--- src/mm_cfg_pkg.sv ---
// Matrix-multiply engine control definitions
// Register map, CTRL opcodes, scheduler states and the
// configuration and status bundles shared by the control blocks

package mm_cfg_pkg;

  // ==============================
  // AXI4-Lite register map
  // ==============================
  localparam int unsigned AXI_ADDR_W = 4;
  localparam int unsigned AXI_DATA_W = 32;

  localparam logic [AXI_ADDR_W-1:0] REG_CTRL      = 4'h0;
  localparam logic [AXI_ADDR_W-1:0] REG_K_LEN     = 4'h4;
  localparam logic [AXI_ADDR_W-1:0] REG_STATUS    = 4'h8;
  localparam logic [AXI_ADDR_W-1:0] REG_JOB_COUNT = 4'hC;

  // Job length in input beats
  localparam int unsigned K_LEN_W = 16;

  // ==============================
  // Encodings
  // ==============================
  typedef enum logic [1:0] {
    OP_NOP   = 2'd0,
    OP_START = 2'd1,
    OP_CLEAR = 2'd2
  } opcode_e;

  typedef enum logic [1:0] {
    ST_IDLE  = 2'd0,
    ST_RUN   = 2'd1,
    ST_DRAIN = 2'd2,
    ST_OUT   = 2'd3
  } sched_state_e;

  // Register file to scheduler and beat counter
  typedef struct packed {
    logic [K_LEN_W-1:0] k_len;
    logic               start;
    logic               clear;
  } cfg_t;

  // Scheduler back to register file
  typedef struct packed {
    logic busy;
    logic job_done;
  } status_t;

endpackage

--- src/mm_data_pkg.sv ---
// Matrix-multiply engine datapath definitions
// Element and accumulator types, input beat layout, products
// and the result vector carried on the output stream

package mm_data_pkg;

  // ==============================
  // Array geometry
  // ==============================
  // Rows of X, one accumulator each
  localparam int unsigned ARR_WIDTH  = 4;
  // Elements per row, also the length of W
  localparam int unsigned ARR_HEIGHT = 4;

  localparam int unsigned ELEM_W = 8;
  localparam int unsigned ACC_W  = 32;

  // Multiply stage plus row-sum stage
  localparam int unsigned ENGINE_STAGES = 2;

  // ==============================
  // Types
  // ==============================
  typedef logic signed [ELEM_W-1:0]   elem_t;
  // Full-precision product of two elements
  typedef logic signed [2*ELEM_W-1:0] prod_t;
  // Wrapping accumulator
  typedef logic signed [ACC_W-1:0]    acc_t;

  // One input beat, X block in the upper bits and W vector below
  typedef struct packed {
    elem_t [ARR_WIDTH-1:0][ARR_HEIGHT-1:0] x;
    elem_t [ARR_HEIGHT-1:0]                w;
  } in_beat_t;

  // Products of one beat, indexed [row][element]
  typedef prod_t [ARR_WIDTH-1:0][ARR_HEIGHT-1:0] prod_blk_t;

  // Partial sums and final result, one entry per row
  typedef acc_t [ARR_WIDTH-1:0] z_vec_t;

endpackage

--- src/mm_regfile.sv ---
// AXI4-Lite configuration slave for the matrix-multiply engine
// Holds K_LEN, the sticky done flag and the finished-job counter,
// and turns CTRL writes into one-cycle start and clear pulses

`timescale 1ns/100ps

module mm_regfile
  import mm_cfg_pkg::*;
(
  input  logic                  clk_i,
  input  logic                  rst_ni,
  // Write address and data
  input  logic [AXI_ADDR_W-1:0] s_axi_awaddr_i,
  input  logic                  s_axi_awvalid_i,
  output logic                  s_axi_awready_o,
  input  logic [AXI_DATA_W-1:0] s_axi_wdata_i,
  input  logic                  s_axi_wvalid_i,
  output logic                  s_axi_wready_o,
  // Write response
  output logic [1:0]            s_axi_bresp_o,
  output logic                  s_axi_bvalid_o,
  input  logic                  s_axi_bready_i,
  // Read address and data
  input  logic [AXI_ADDR_W-1:0] s_axi_araddr_i,
  input  logic                  s_axi_arvalid_i,
  output logic                  s_axi_arready_o,
  output logic [AXI_DATA_W-1:0] s_axi_rdata_o,
  output logic [1:0]            s_axi_rresp_o,
  output logic                  s_axi_rvalid_o,
  input  logic                  s_axi_rready_i,
  // Job control
  output cfg_t                  cfg_o,
  input  status_t               status_i
);

  logic                  wr_en;
  logic                  rd_en;
  logic                  bvalid_q;
  logic                  rvalid_q;
  logic [AXI_DATA_W-1:0] rdata_q;
  logic [AXI_DATA_W-1:0] rd_word;
  logic [K_LEN_W-1:0]    k_len_q;
  logic                  start_q;
  logic                  clear_q;
  logic                  done_q;
  logic [AXI_DATA_W-1:0] job_count_q;
  opcode_e               wr_op;

  // ==============================
  // Handshakes
  // ==============================
  // Address and data taken together, one response outstanding
  assign wr_en = s_axi_awvalid_i && s_axi_wvalid_i && !bvalid_q;
  assign rd_en = s_axi_arvalid_i && !rvalid_q;

  assign s_axi_awready_o = wr_en;
  assign s_axi_wready_o  = wr_en;
  assign s_axi_arready_o = rd_en;

  // Always OKAY
  assign s_axi_bresp_o  = 2'b00;
  assign s_axi_rresp_o  = 2'b00;
  assign s_axi_bvalid_o = bvalid_q;
  assign s_axi_rvalid_o = rvalid_q;
  assign s_axi_rdata_o  = rdata_q;

  assign wr_op = opcode_e'(s_axi_wdata_i[1:0]);

  // Write side, K_LEN and CTRL pulses
  always_ff @(posedge clk_i or negedge rst_ni) begin
    if (!rst_ni) begin
      bvalid_q <= 1'b0;
      k_len_q  <= '0;
      start_q  <= 1'b0;
      clear_q  <= 1'b0;
    end else begin
      start_q <= 1'b0;
      clear_q <= 1'b0;
      if (wr_en) begin
        bvalid_q <= 1'b1;
        case (s_axi_awaddr_i)
          REG_CTRL: begin
            // Start is dropped while a job runs
            start_q <= (wr_op == OP_START) && !status_i.busy;
            clear_q <= (wr_op == OP_CLEAR);
          end
          REG_K_LEN: k_len_q <= s_axi_wdata_i[K_LEN_W-1:0];
          default: ;
        endcase
      end else if (s_axi_bready_i) begin
        bvalid_q <= 1'b0;
      end
    end
  end

  // Sticky done flag and finished-job count
  always_ff @(posedge clk_i or negedge rst_ni) begin
    if (!rst_ni) begin
      done_q      <= 1'b0;
      job_count_q <= '0;
    end else if (status_i.job_done) begin
      done_q      <= 1'b1;
      job_count_q <= job_count_q + 1'b1;
    end else if (start_q || clear_q) begin
      done_q <= 1'b0;
    end
  end

  // ==============================
  // Read side
  // ==============================
  // CTRL, reserved bits and unmapped offsets read zero
  always_comb begin
    rd_word = '0;
    case (s_axi_araddr_i)
      REG_K_LEN:     rd_word[K_LEN_W-1:0] = k_len_q;
      REG_STATUS:    rd_word[1:0] = {done_q, status_i.busy};
      REG_JOB_COUNT: rd_word = job_count_q;
      default:       rd_word = '0;
    endcase
  end

  always_ff @(posedge clk_i or negedge rst_ni) begin
    if (!rst_ni) begin
      rvalid_q <= 1'b0;
    end else if (rd_en) begin
      rvalid_q <= 1'b1;
    end else if (s_axi_rready_i) begin
      rvalid_q <= 1'b0;
    end
  end

  // Read data held with rvalid
  always_ff @(posedge clk_i) begin
    if (rd_en) begin
      rdata_q <= rd_word;
    end
  end

  assign cfg_o = '{k_len: k_len_q, start: start_q, clear: clear_q};

endmodule

--- src/mm_scheduler.sv ---
// Job scheduler for the matrix-multiply engine
// Opens the input stream for K_LEN beats, waits for the engine
// to drain, then presents the result until the sink takes it

`timescale 1ns/100ps

module mm_scheduler
  import mm_cfg_pkg::*;
(
  input  logic    clk_i,
  input  logic    rst_ni,
  input  cfg_t    cfg_i,
  input  logic    in_valid_i,
  output logic    in_ready_o,
  input  logic    last_beat_i,
  input  logic    all_retired_i,
  input  logic    out_ready_i,
  output logic    eng_valid_o,
  output logic    acc_clear_o,
  output logic    out_load_o,
  output logic    out_valid_o,
  output status_t status_o
);

  sched_state_e state_q;
  sched_state_e state_d;

  // ==============================
  // State machine
  // ==============================
  always_comb begin
    state_d = state_q;
    unique case (state_q)
      ST_IDLE:  if (cfg_i.start) state_d = ST_RUN;
      // All K_LEN beats accepted
      ST_RUN:   if (last_beat_i) state_d = ST_DRAIN;
      // Last partial vector already in the accumulators
      ST_DRAIN: if (all_retired_i) state_d = ST_OUT;
      ST_OUT:   if (out_ready_i) state_d = ST_IDLE;
      default:  state_d = ST_IDLE;
    endcase
    // Clear aborts from anywhere
    if (cfg_i.clear) begin
      state_d = ST_IDLE;
    end
  end

  always_ff @(posedge clk_i or negedge rst_ni) begin
    if (!rst_ni) begin
      state_q <= ST_IDLE;
    end else begin
      state_q <= state_d;
    end
  end

  // ==============================
  // Stream and datapath control
  // ==============================
  assign in_ready_o  = (state_q == ST_RUN) && !last_beat_i;
  // One engine issue per accepted beat
  assign eng_valid_o = in_valid_i && in_ready_o;

  // Fresh sums for a new job, and dropped sums on abort
  assign acc_clear_o = cfg_i.start || cfg_i.clear;

  // Snapshot the accumulators on the way into ST_OUT
  assign out_load_o  = (state_q == ST_DRAIN) && all_retired_i;
  assign out_valid_o = (state_q == ST_OUT);

  assign status_o.busy     = (state_q != ST_IDLE);
  // Output handshake finishes the job unless aborted in the same cycle
  assign status_o.job_done = (state_q == ST_OUT) && out_ready_i && !cfg_i.clear;

endmodule

--- src/mm_beat_counter.sv ---
// Beat bookkeeping for the running job
// Tracks accepted input beats and retired engine results against K_LEN

`timescale 1ns/100ps

module mm_beat_counter
  import mm_cfg_pkg::*;
(
  input  logic clk_i,
  input  logic rst_ni,
  input  cfg_t cfg_i,
  input  logic beat_accept_i,
  input  logic result_valid_i,
  output logic last_beat_o,
  output logic all_retired_o
);

  // Job length captured at start, later K_LEN writes wait for the next job
  logic [K_LEN_W-1:0] k_len_q;
  logic [K_LEN_W-1:0] accepted_q;
  logic [K_LEN_W-1:0] retired_q;

  always_ff @(posedge clk_i or negedge rst_ni) begin
    if (!rst_ni) begin
      k_len_q    <= '0;
      accepted_q <= '0;
      retired_q  <= '0;
    end else if (cfg_i.start || cfg_i.clear) begin
      accepted_q <= '0;
      retired_q  <= '0;
      if (cfg_i.start) begin
        k_len_q <= cfg_i.k_len;
      end
    end else begin
      if (beat_accept_i) begin
        accepted_q <= accepted_q + 1'b1;
      end
      if (result_valid_i) begin
        retired_q <= retired_q + 1'b1;
      end
    end
  end

  assign last_beat_o   = (accepted_q == k_len_q);
  assign all_retired_o = (retired_q == k_len_q);

endmodule

--- src/mm_engine.sv ---
// Two-stage integer dot-product engine
// Stage 1 registers the signed 8x8 products, stage 2 the row sums,
// giving one partial-sum vector per beat two cycles after issue

`timescale 1ns/100ps

module mm_engine
  import mm_data_pkg::*;
(
  input  logic     clk_i,
  input  logic     rst_ni,
  input  logic     flush_i,
  input  logic     valid_i,
  input  in_beat_t beat_i,
  output logic     valid_o,
  output z_vec_t   part_o
);

  // One valid bit per stage
  logic [ENGINE_STAGES-1:0] vld_q;
  prod_blk_t                prod_q;
  z_vec_t                   row_sum;
  z_vec_t                   sum_q;

  // Flush drops whatever is in flight
  always_ff @(posedge clk_i or negedge rst_ni) begin
    if (!rst_ni) begin
      vld_q <= '0;
    end else if (flush_i) begin
      vld_q <= '0;
    end else begin
      vld_q <= {vld_q[ENGINE_STAGES-2:0], valid_i};
    end
  end

  // ==============================
  // Stage 1, multipliers
  // ==============================
  always_ff @(posedge clk_i) begin
    if (valid_i) begin
      for (int r = 0; r < ARR_WIDTH; r++) begin
        for (int c = 0; c < ARR_HEIGHT; c++) begin
          // Sign-extend both operands before the multiply
          prod_q[r][c] <= prod_t'(beat_i.x[r][c]) * prod_t'(beat_i.w[c]);
        end
      end
    end
  end

  // ==============================
  // Stage 2, row reduction
  // ==============================
  always_comb begin
    for (int r = 0; r < ARR_WIDTH; r++) begin
      row_sum[r] = '0;
      for (int c = 0; c < ARR_HEIGHT; c++) begin
        row_sum[r] = row_sum[r] + acc_t'(prod_q[r][c]);
      end
    end
  end

  always_ff @(posedge clk_i) begin
    if (vld_q[0]) begin
      sum_q <= row_sum;
    end
  end

  assign valid_o = vld_q[ENGINE_STAGES-1];
  assign part_o  = sum_q;

endmodule

--- src/mm_z_buffer.sv ---
// Result accumulators for the matrix-multiply engine
// Adds each partial vector into four wrapping sums and
// holds a snapshot of them for the output stream

`timescale 1ns/100ps

module mm_z_buffer
  import mm_data_pkg::*;
(
  input  logic   clk_i,
  input  logic   rst_ni,
  input  logic   acc_clear_i,
  input  logic   add_i,
  input  z_vec_t part_i,
  input  logic   out_load_i,
  output z_vec_t z_o
);

  z_vec_t acc_q;
  z_vec_t out_q;

  // Clear wins over a partial arriving in the same cycle
  always_ff @(posedge clk_i or negedge rst_ni) begin
    if (!rst_ni) begin
      acc_q <= '0;
    end else if (acc_clear_i) begin
      acc_q <= '0;
    end else if (add_i) begin
      for (int r = 0; r < ARR_WIDTH; r++) begin
        acc_q[r] <= acc_q[r] + part_i[r];
      end
    end
  end

  // Stable through ST_OUT, accumulators can be cleared behind it
  always_ff @(posedge clk_i) begin
    if (out_load_i) begin
      out_q <= acc_q;
    end
  end

  assign z_o = out_q;

endmodule

--- src/mm_top.sv ---
// Integer matrix-multiply engine, top level
// AXI4-Lite configuration, valid/ready input beats of X and W,
// one result beat of four row sums per job

`timescale 1ns/100ps

module mm_top
  import mm_cfg_pkg::*;
  import mm_data_pkg::*;
(
  input  logic                  clk_i,
  input  logic                  rst_ni,
  // AXI4-Lite slave
  input  logic [AXI_ADDR_W-1:0] s_axi_awaddr_i,
  input  logic                  s_axi_awvalid_i,
  output logic                  s_axi_awready_o,
  input  logic [AXI_DATA_W-1:0] s_axi_wdata_i,
  input  logic                  s_axi_wvalid_i,
  output logic                  s_axi_wready_o,
  output logic [1:0]            s_axi_bresp_o,
  output logic                  s_axi_bvalid_o,
  input  logic                  s_axi_bready_i,
  input  logic [AXI_ADDR_W-1:0] s_axi_araddr_i,
  input  logic                  s_axi_arvalid_i,
  output logic                  s_axi_arready_o,
  output logic [AXI_DATA_W-1:0] s_axi_rdata_o,
  output logic [1:0]            s_axi_rresp_o,
  output logic                  s_axi_rvalid_o,
  input  logic                  s_axi_rready_i,
  // Input beat stream
  input  logic                  in_valid_i,
  output logic                  in_ready_o,
  input  in_beat_t              in_data_i,
  // Result stream
  output logic                  out_valid_o,
  input  logic                  out_ready_i,
  output z_vec_t                out_data_o
);

  cfg_t    cfg;
  status_t status;
  logic    eng_valid;
  logic    acc_clear;
  logic    out_load;
  logic    last_beat;
  logic    all_retired;
  logic    part_valid;
  z_vec_t  part;

  // ==============================
  // Control
  // ==============================
  mm_regfile u_regfile (
    .clk_i           (clk_i),
    .rst_ni          (rst_ni),
    .s_axi_awaddr_i  (s_axi_awaddr_i),
    .s_axi_awvalid_i (s_axi_awvalid_i),
    .s_axi_awready_o (s_axi_awready_o),
    .s_axi_wdata_i   (s_axi_wdata_i),
    .s_axi_wvalid_i  (s_axi_wvalid_i),
    .s_axi_wready_o  (s_axi_wready_o),
    .s_axi_bresp_o   (s_axi_bresp_o),
    .s_axi_bvalid_o  (s_axi_bvalid_o),
    .s_axi_bready_i  (s_axi_bready_i),
    .s_axi_araddr_i  (s_axi_araddr_i),
    .s_axi_arvalid_i (s_axi_arvalid_i),
    .s_axi_arready_o (s_axi_arready_o),
    .s_axi_rdata_o   (s_axi_rdata_o),
    .s_axi_rresp_o   (s_axi_rresp_o),
    .s_axi_rvalid_o  (s_axi_rvalid_o),
    .s_axi_rready_i  (s_axi_rready_i),
    .cfg_o           (cfg),
    .status_i        (status)
  );

  mm_scheduler u_scheduler (
    .clk_i         (clk_i),
    .rst_ni        (rst_ni),
    .cfg_i         (cfg),
    .in_valid_i    (in_valid_i),
    .in_ready_o    (in_ready_o),
    .last_beat_i   (last_beat),
    .all_retired_i (all_retired),
    .out_ready_i   (out_ready_i),
    .eng_valid_o   (eng_valid),
    .acc_clear_o   (acc_clear),
    .out_load_o    (out_load),
    .out_valid_o   (out_valid_o),
    .status_o      (status)
  );

  // Accepted beats and retired results share the job length
  mm_beat_counter u_beat_counter (
    .clk_i          (clk_i),
    .rst_ni         (rst_ni),
    .cfg_i          (cfg),
    .beat_accept_i  (eng_valid),
    .result_valid_i (part_valid),
    .last_beat_o    (last_beat),
    .all_retired_o  (all_retired)
  );

  // ==============================
  // Datapath
  // ==============================
  mm_engine u_engine (
    .clk_i   (clk_i),
    .rst_ni  (rst_ni),
    .flush_i (cfg.clear),
    .valid_i (eng_valid),
    .beat_i  (in_data_i),
    .valid_o (part_valid),
    .part_o  (part)
  );

  mm_z_buffer u_z_buffer (
    .clk_i       (clk_i),
    .rst_ni      (rst_ni),
    .acc_clear_i (acc_clear),
    .add_i       (part_valid),
    .part_i      (part),
    .out_load_i  (out_load),
    .z_o         (out_data_o)
  );

endmodule

--- config.mk ---
export PLATFORM = sky130hd
export DESIGN_NAME = mm_top
export DESIGN_NICKNAME = d
export VERILOG_FILES = /design/src/mm_cfg_pkg.sv /design/src/mm_data_pkg.sv /design/src/mm_regfile.sv /design/src/mm_scheduler.sv /design/src/mm_beat_counter.sv /design/src/mm_engine.sv /design/src/mm_z_buffer.sv /design/src/mm_top.sv
export SDC_FILE = /design/constraint.sdc
export NUM_CORES = 2
export LEC_CHECK = 0
export BUFFER_PORTS_ARGS = -buffer_cell sky130_fd_sc_hd__buf_2
export CAP_MARGIN = 20
export CORE_MARGIN = 1.5
export CORE_UTILIZATION = 42
export CTS_BUF_LIST = sky130_fd_sc_hd__clkbuf_16
export CTS_CLUSTER_SIZE = 14
export DETAILED_ROUTE_END_ITERATION = 10
export GPL_TIMING_DRIVEN = 0
export PLACE_DENSITY = 0.69
export SETUP_SLACK_MARGIN = 0.05
export SLEW_MARGIN = 20
export SYNTH_ARGS = -nofsm -noshare
export SYNTH_HDL_FRONTEND = slang
export SYNTH_SLANG_ARGS = --single-unit
--- constraint.sdc ---
create_clock -name clk_i -period 7.8 [get_ports clk_i]
set_clock_uncertainty 0.15 [all_clocks]
set_input_delay 0.39 -clock clk_i [delete_from_list [all_inputs] [get_ports clk_i]]
set_output_delay 0.39 -clock clk_i [all_outputs]
set_load 0.03 [all_outputs]
Word-level counts from Yosys, hierarchy flattened

Cells that the tools add are included.

Input port bits: 209
Output and inout port bits: 171
Flip-flop bits (word level): 777
Logic and storage cells: 143

$add $sub $neg: 19
Multiply operators: 16
Muxes and demuxes: 25
Reduce and logical (&&, ||, !) cells: 26
Equality and inequality tests: 15

Operators with widths:

| cell                  | number |
|---|---|
| $mul 8x8->16          | 16 |
| $mux 128              | 2 |
| $add 32x16->32        | 4 |
| $add 32x32->32        | 4 |
| $add 17x16->18        | 4 |
| $add 16x16->17        | 4 |
| $mux 16               | 4 |
| $add 16x1->16 const B | 2 |
| $add 32x1->32 const B | 1 |
| $eq 16x16->1          | 2 |
| $pmux 14 s2           | 1 |
| $mux 2                | 6 |
| $reduce_bool 2->1     | 6 |
| $mux 1                | 10 |
| $logic_and 1x1->1     | 9 |
| $eq 4x3->1 const B    | 2 |
| $eq 4x4->1 const B    | 2 |
| $pmux 2 s4            | 1 |
| $eq 2x2->1 const B    | 3 |
| $ne 3x2->1 const B    | 2 |
| $pmux 2 s3            | 1 |
| $logic_not 1->1       | 5 |
| $eq 2x1->1 const B    | 2 |
| $logic_not 4->1       | 1 |
| 6 further kinds       | 7 |

Depth between registers and ports, before layout

Word-level depth: 6
Depth in mapped cells: 24
Depth with buffers taken out: 24

Cells and area by module

From an unflattened synthesis, not the netlist that was laid out.

Cells, all modules: 7557
Area, all modules: 77988.5 µm²

Modules (own cells, without submodules):

| module          | area each (µm²) | cells an instance | times used |
|---|---|---|---|
| mm_engine       | 56406.6         | 5571              | 1 |
| mm_z_buffer     | 15015.7         | 1449              | 1 |
| mm_regfile      | 3711.1          | 272               | 1 |
| mm_beat_counter | 2613.8          | 240               | 1 |
| mm_scheduler    | 241.5           | 25                | 1 |

Least setup slack after synthesis

Ideal clock, no wire load.

Path type: flip-flop to flip-flop
Start point: reg u_beat_counter.accepted_q[7]
End point: reg u_beat_counter.accepted_q[13]
Data arrival time: 5553 ps
Stages on the path, launching flop included: 13
Setup time: 132 ps
Path slack: 1965 ps
Required time: 7518 ps
Cells stage by stage: dfrtp_1 > clkbuf_1 > xnor2_1 > nand4_1 > o41a_1 > and2_1 > buf_2 > and4_1 > nor2b_1 > nor2b_1 > nand3_1 > xor2_1 > nor2_1

Cells in the longest elaborated chain, start to end: 5

Ends and longest elaborated chain:

| item                               | line                  | source |
|---|---|---|
| start, declared                    | mm_beat_counter.sv:20 | `logic [K_LEN_W-1:0] accepted_q;` |
| start signal, assigned             | mm_beat_counter.sv:36 | `accepted_q <= accepted_q + 1'b1;` |
| $eq 16x16->1                       | mm_beat_counter.sv:44 | `assign last_beat_o = (accepted_q == k_len_q);` |
| $logic_not 1->1                    | mm_scheduler.sv:59    | `assign in_ready_o = (state_q == ST_RUN) && !last_beat_i;` |
| $logic_and 1x1->1                  | mm_scheduler.sv:59    |  |
| net in_ready_o                     | mm_top.sv:32          | `output logic in_ready_o,` |
| $logic_and 1x1->1                  | mm_scheduler.sv:61    | `assign eng_valid_o = in_valid_i && in_ready_o;` |
| net eng_valid                      | mm_top.sv:42          | `logic eng_valid;` |
| $reduce_bool 2->1 (no source line) | -                     |  |

The timed path passes the listed nets, and every way through them passes these cells. The select of a mux whose other input is x is not followed.
A chain may end at the register's enable or synchronous reset.

Worst setup path in the final report

Start point: in in_data_i[23] in the netlist's numbering
End point: reg u_engine.prod_q[110] in the netlist's numbering, data pin

Cells in the longest elaborated chain, start to end: 1

Ends and longest elaborated chain:

| item                          | line            | source |
|---|---|---|
| start, declared               | mm_top.sv:33    | `input in_beat_t in_data_i,` |
| $mul 8x8->16                  | mm_engine.sv:44 | `prod_q[r][c] <= prod_t'(beat_i.x[r][c]) * prod_t'(beat_i.w[c]);` |
| end signal, assigned by index | mm_engine.sv:44 |  |
| end, declared                 | mm_engine.sv:21 | `prod_blk_t prod_q;` |

No other way between the ends.

==> results by group <==
Run status
  – Outcome: complete, no violations

Critical path
  – R2R setup slack: 1.99 ns
  – R2R cell count: 23
  – CP Class: in -> reg
  – Reg2reg start: u_engine.prod_q[81]
  – Worst reg2reg endpoint: u_engine.part_o[63]
  – WP data required: 8.04 ns
  – CP max FO: 10
  – WP data arrival: 6.08 ns
  – Crit. End Element: flop
  – CP startpoint: in_data_i[23]
  – Worst Setup Start Kind: input pin

Synthesis
  – Post-synth cell types: 84
  – Async SR Flop Fraction: 29.99%
  – Cells after Synth: 7585
  – Syn avg cell area: 10.33 µm²
  – Yosys warnings: 0
  – Top FF cell, synth: edfxtp_1
  – Post-synth EDFFs: 544
  – Synth Register Bits: 777
  – Synthesized cell area: 78320 µm²
  – Seq/Total Area, Yosys: 28.30%

Global route
  – Grt ovf: 0
  – Initial antenna violation count: 34
  – Largest net degree at the start of global routing: 95
  – Number of global-route vias before repair: 58050
  – Total Routing Usage GR: 22.26%
  – First-pass GRT wire length: 325800 µm

Floorplan
  – Die area: 189100 µm²
  – Core Region: 185400 µm²
  – Die width: 434.8 µm
  – Initial Utilization: 42.24%
  – Die H: 434.8 µm
  – I/O pin cnt: 380
  – FP Rows: 158

Routing
  – Drc violations: 0
  – 1st-pass router iterations: 6
  – Final Routed Wirelength: 207100 µm
  – Vias: 54700
  – Per-cell routed wire length: 19.43 µm
  – Initial detailed-routing violation count: 3546
  – DRT antenna net count: 0
  – Vias/cell: 5.132

Timing
  – Crit path time final: 5.838 ns
  – RSZ-0062 raised after global routing: false
  – Worst slew pin tran: 1.155 ns
  – Slew Limit Fails: 0
  – Fmax: 171.3 MHz
  – Final Hold Viols: 0
  – Fin Setup TNS: 0 ns
  – Period utilisation layout: 74.85%
  – Slew headroom: 22.99%
  – Final setup viols: 0

Worst hold path
  – Hold Path Cell Cnt: 2
  – WHS Endpoint: u_engine.prod_q[128]
  – HP Start: in_data_i[96]
  – HP Class: in -> reg

Clocking
  – Num Clock Sinks: 777
  – Clock root buffer: clkbuf_16
  – CTS Hold Bufs: 42
  – Bufs on Longest Clock Path: 3
  – Post-CTS Setup Bufs: 0
  – Inserted Clock Buffers: 84
  – Clk slew on worst S/H paths: 0.06 ns
  – CTS tree: built
  – # resized after CTS: 0
  – Worst skew pair latency: 0.71 ns
  – H-tree Lvls: 3

Finish
  – Most common cell after layout, fill and taps aside: inv_1
  – Most frequent cells in the layout: inv_1 (1362), fa_1 (956), ha_1 (739)
  – Final Net Count: 9990
  – Area Growth Syn to Fin: 10.77%
  – Share of cells above drive strength 1: 7.074%

Flow run
  – Max Cap Viol: 0

Placed design
  – GPL Wtd Cong: 0.9408
  – Buffers on Ports: 359
  – Post-detail-place hpwl: 171100 µm
## cell families after synthesis
logic type | count (synthesis) | synth area share [%]
flops | 777 | 28.30
mux | 99 | 1.321
compound gates | 961 | 7.873
fa+ha+maj | 1695 | 36.24
xor+xnor | 541 | 6.050
simple gates | 1987 | 12.87
other cells | 1 | 0.004788
buf+inv | 1524 | 7.334
## flip-flops by register name, indices dropped and copies added, names as in the netlist
signal / count
u_engine.vld_q: 2
u_scheduler.state_q: 2
u_regfile.s_axi_rvalid_o: 1
u_beat_counter.k_len_q: 16
u_regfile.done_q: 1
u_regfile.s_axi_rdata_o: 32
u_z_buffer.z_o: 128
u_regfile.job_count_q: 32
u_regfile.k_len_q: 16
u_regfile.clear_q: 1
u_regfile.s_axi_bvalid_o: 1
u_beat_counter.accepted_q: 16
u_regfile.start_q: 1
u_z_buffer.acc_q: 128
u_engine.part_o: 128
u_engine.prod_q: 256
u_beat_counter.retired_q: 16
## cells in the mapped netlist, drive strengths merged (20+ instances only)
| master | n | area [µm²] |
|---|---|---|
| a211oi | 30 | 225.2 |
| a21boi | 41 | 311.6 |
| a21o | 129 | 968.4 |
| a21oi | 262 | 1315 |
| a31oi | 30 | 202.7 |
| and2 | 681 | 4260 |
| and3 | 34 | 212.7 |
| clkbuf | 157 | 589.3 |
| dfrtp | 233 | 5831 |
| edfxtp | 544 | 16340 |
| fa | 956 | 19140 |
| ha | 739 | 9246 |
| inv | 1352 | 5075 |
| mux2 | 35 | 394.1 |
| mux2i | 64 | 640.6 |
| nand2 | 452 | 1697 |
| nand2b | 98 | 613.1 |
| nand3 | 62 | 310.3 |
| nand4 | 33 | 206.5 |
| nor2 | 445 | 1670 |
| nor2b | 52 | 325.3 |
| nor3 | 72 | 360.4 |
| o21a | 29 | 217.7 |
| o21ai | 258 | 1303 |
| o21bai | 32 | 240.2 |
| o31ai | 20 | 150.1 |
| o41ai | 25 | 256.5 |
| xnor2 | 422 | 3696 |
| xor2 | 119 | 1042 |
## critical path, cell delays in order
cell and delay (ns):
buf_2 0.35, clkinv_1 0.50, clkbuf_1 0.46, nor2_1 0.24, fa_1 0.45, fa_1 0.46, fa_1 0.49, inv_1 0.05
fa_1 0.48, inv_1 0.04, ha_1 0.30, a21boi_0 0.26, o21ai_0 0.15, a21boi_0 0.41, o21ai_0 0.16, nand2b_1 0.14
a21o_1 0.12, a21oi_1 0.07, xnor2_1 0.52
## routing by layer
layer / track usage [%] / wire [µm]
met5: 0 / 95
met4: 12.46 / 12880
met3: 2.526 / 9740
met2: 38.78 / 103000
met1: 26.74 / 81360
## how the worst max path moves through the flow
stage                                          endpoint  slack (ns)  cells after the start
after floorplan           u_beat_counter.accepted_q[13]        1.97                     12
after global placement    u_beat_counter.accepted_q[15]        0.58                     12
after detailed placement           u_engine.prod_q[110]        1.39                     19
after CTS                           u_engine.part_o[94]        1.88                     22
after global routing                u_engine.part_o[95]        1.57                     21
final                              u_engine.prod_q[110]        1.96                     19
## through the flow
stage / hold WS [ns] / std cells / area [µm²] / util, % / setup slack (ns)
floorplan: -0.05559 / 7588 / 78330 / - / 1.965
global placement: 0.3061 / 10430 / 83230 / 44.89 / 0.5782
detailed placement: 0.2154 / 10440 / 83520 / 45.04 / 1.390
CTS: 0.009117 / 10640 / 86700 / 46.75 / 1.879
global route: 0.002706 / 10660 / 86740 / 46.78 / 1.570
finish: 0.02576 / 10660 / 86750 / 46.78 / 1.962
## layout make-up
type                            count  area, µm²
Fill cell                       17110      98680
Tap cell                         2480       3103
Inverter                         1354       5082
Timing Repair Buffer              412       2485
Multi-Input combinational cell   5287      50430
Clock buffer                       86       2152
Antenna cell                       22      55.05
Buffer                            170      671.9
Sequential cell                   777      22170
Clock inverter                     71      601.8
Power is not shown: default switching activity piles up to over one toggle a cycle in this logic, so the estimate is an artifact.
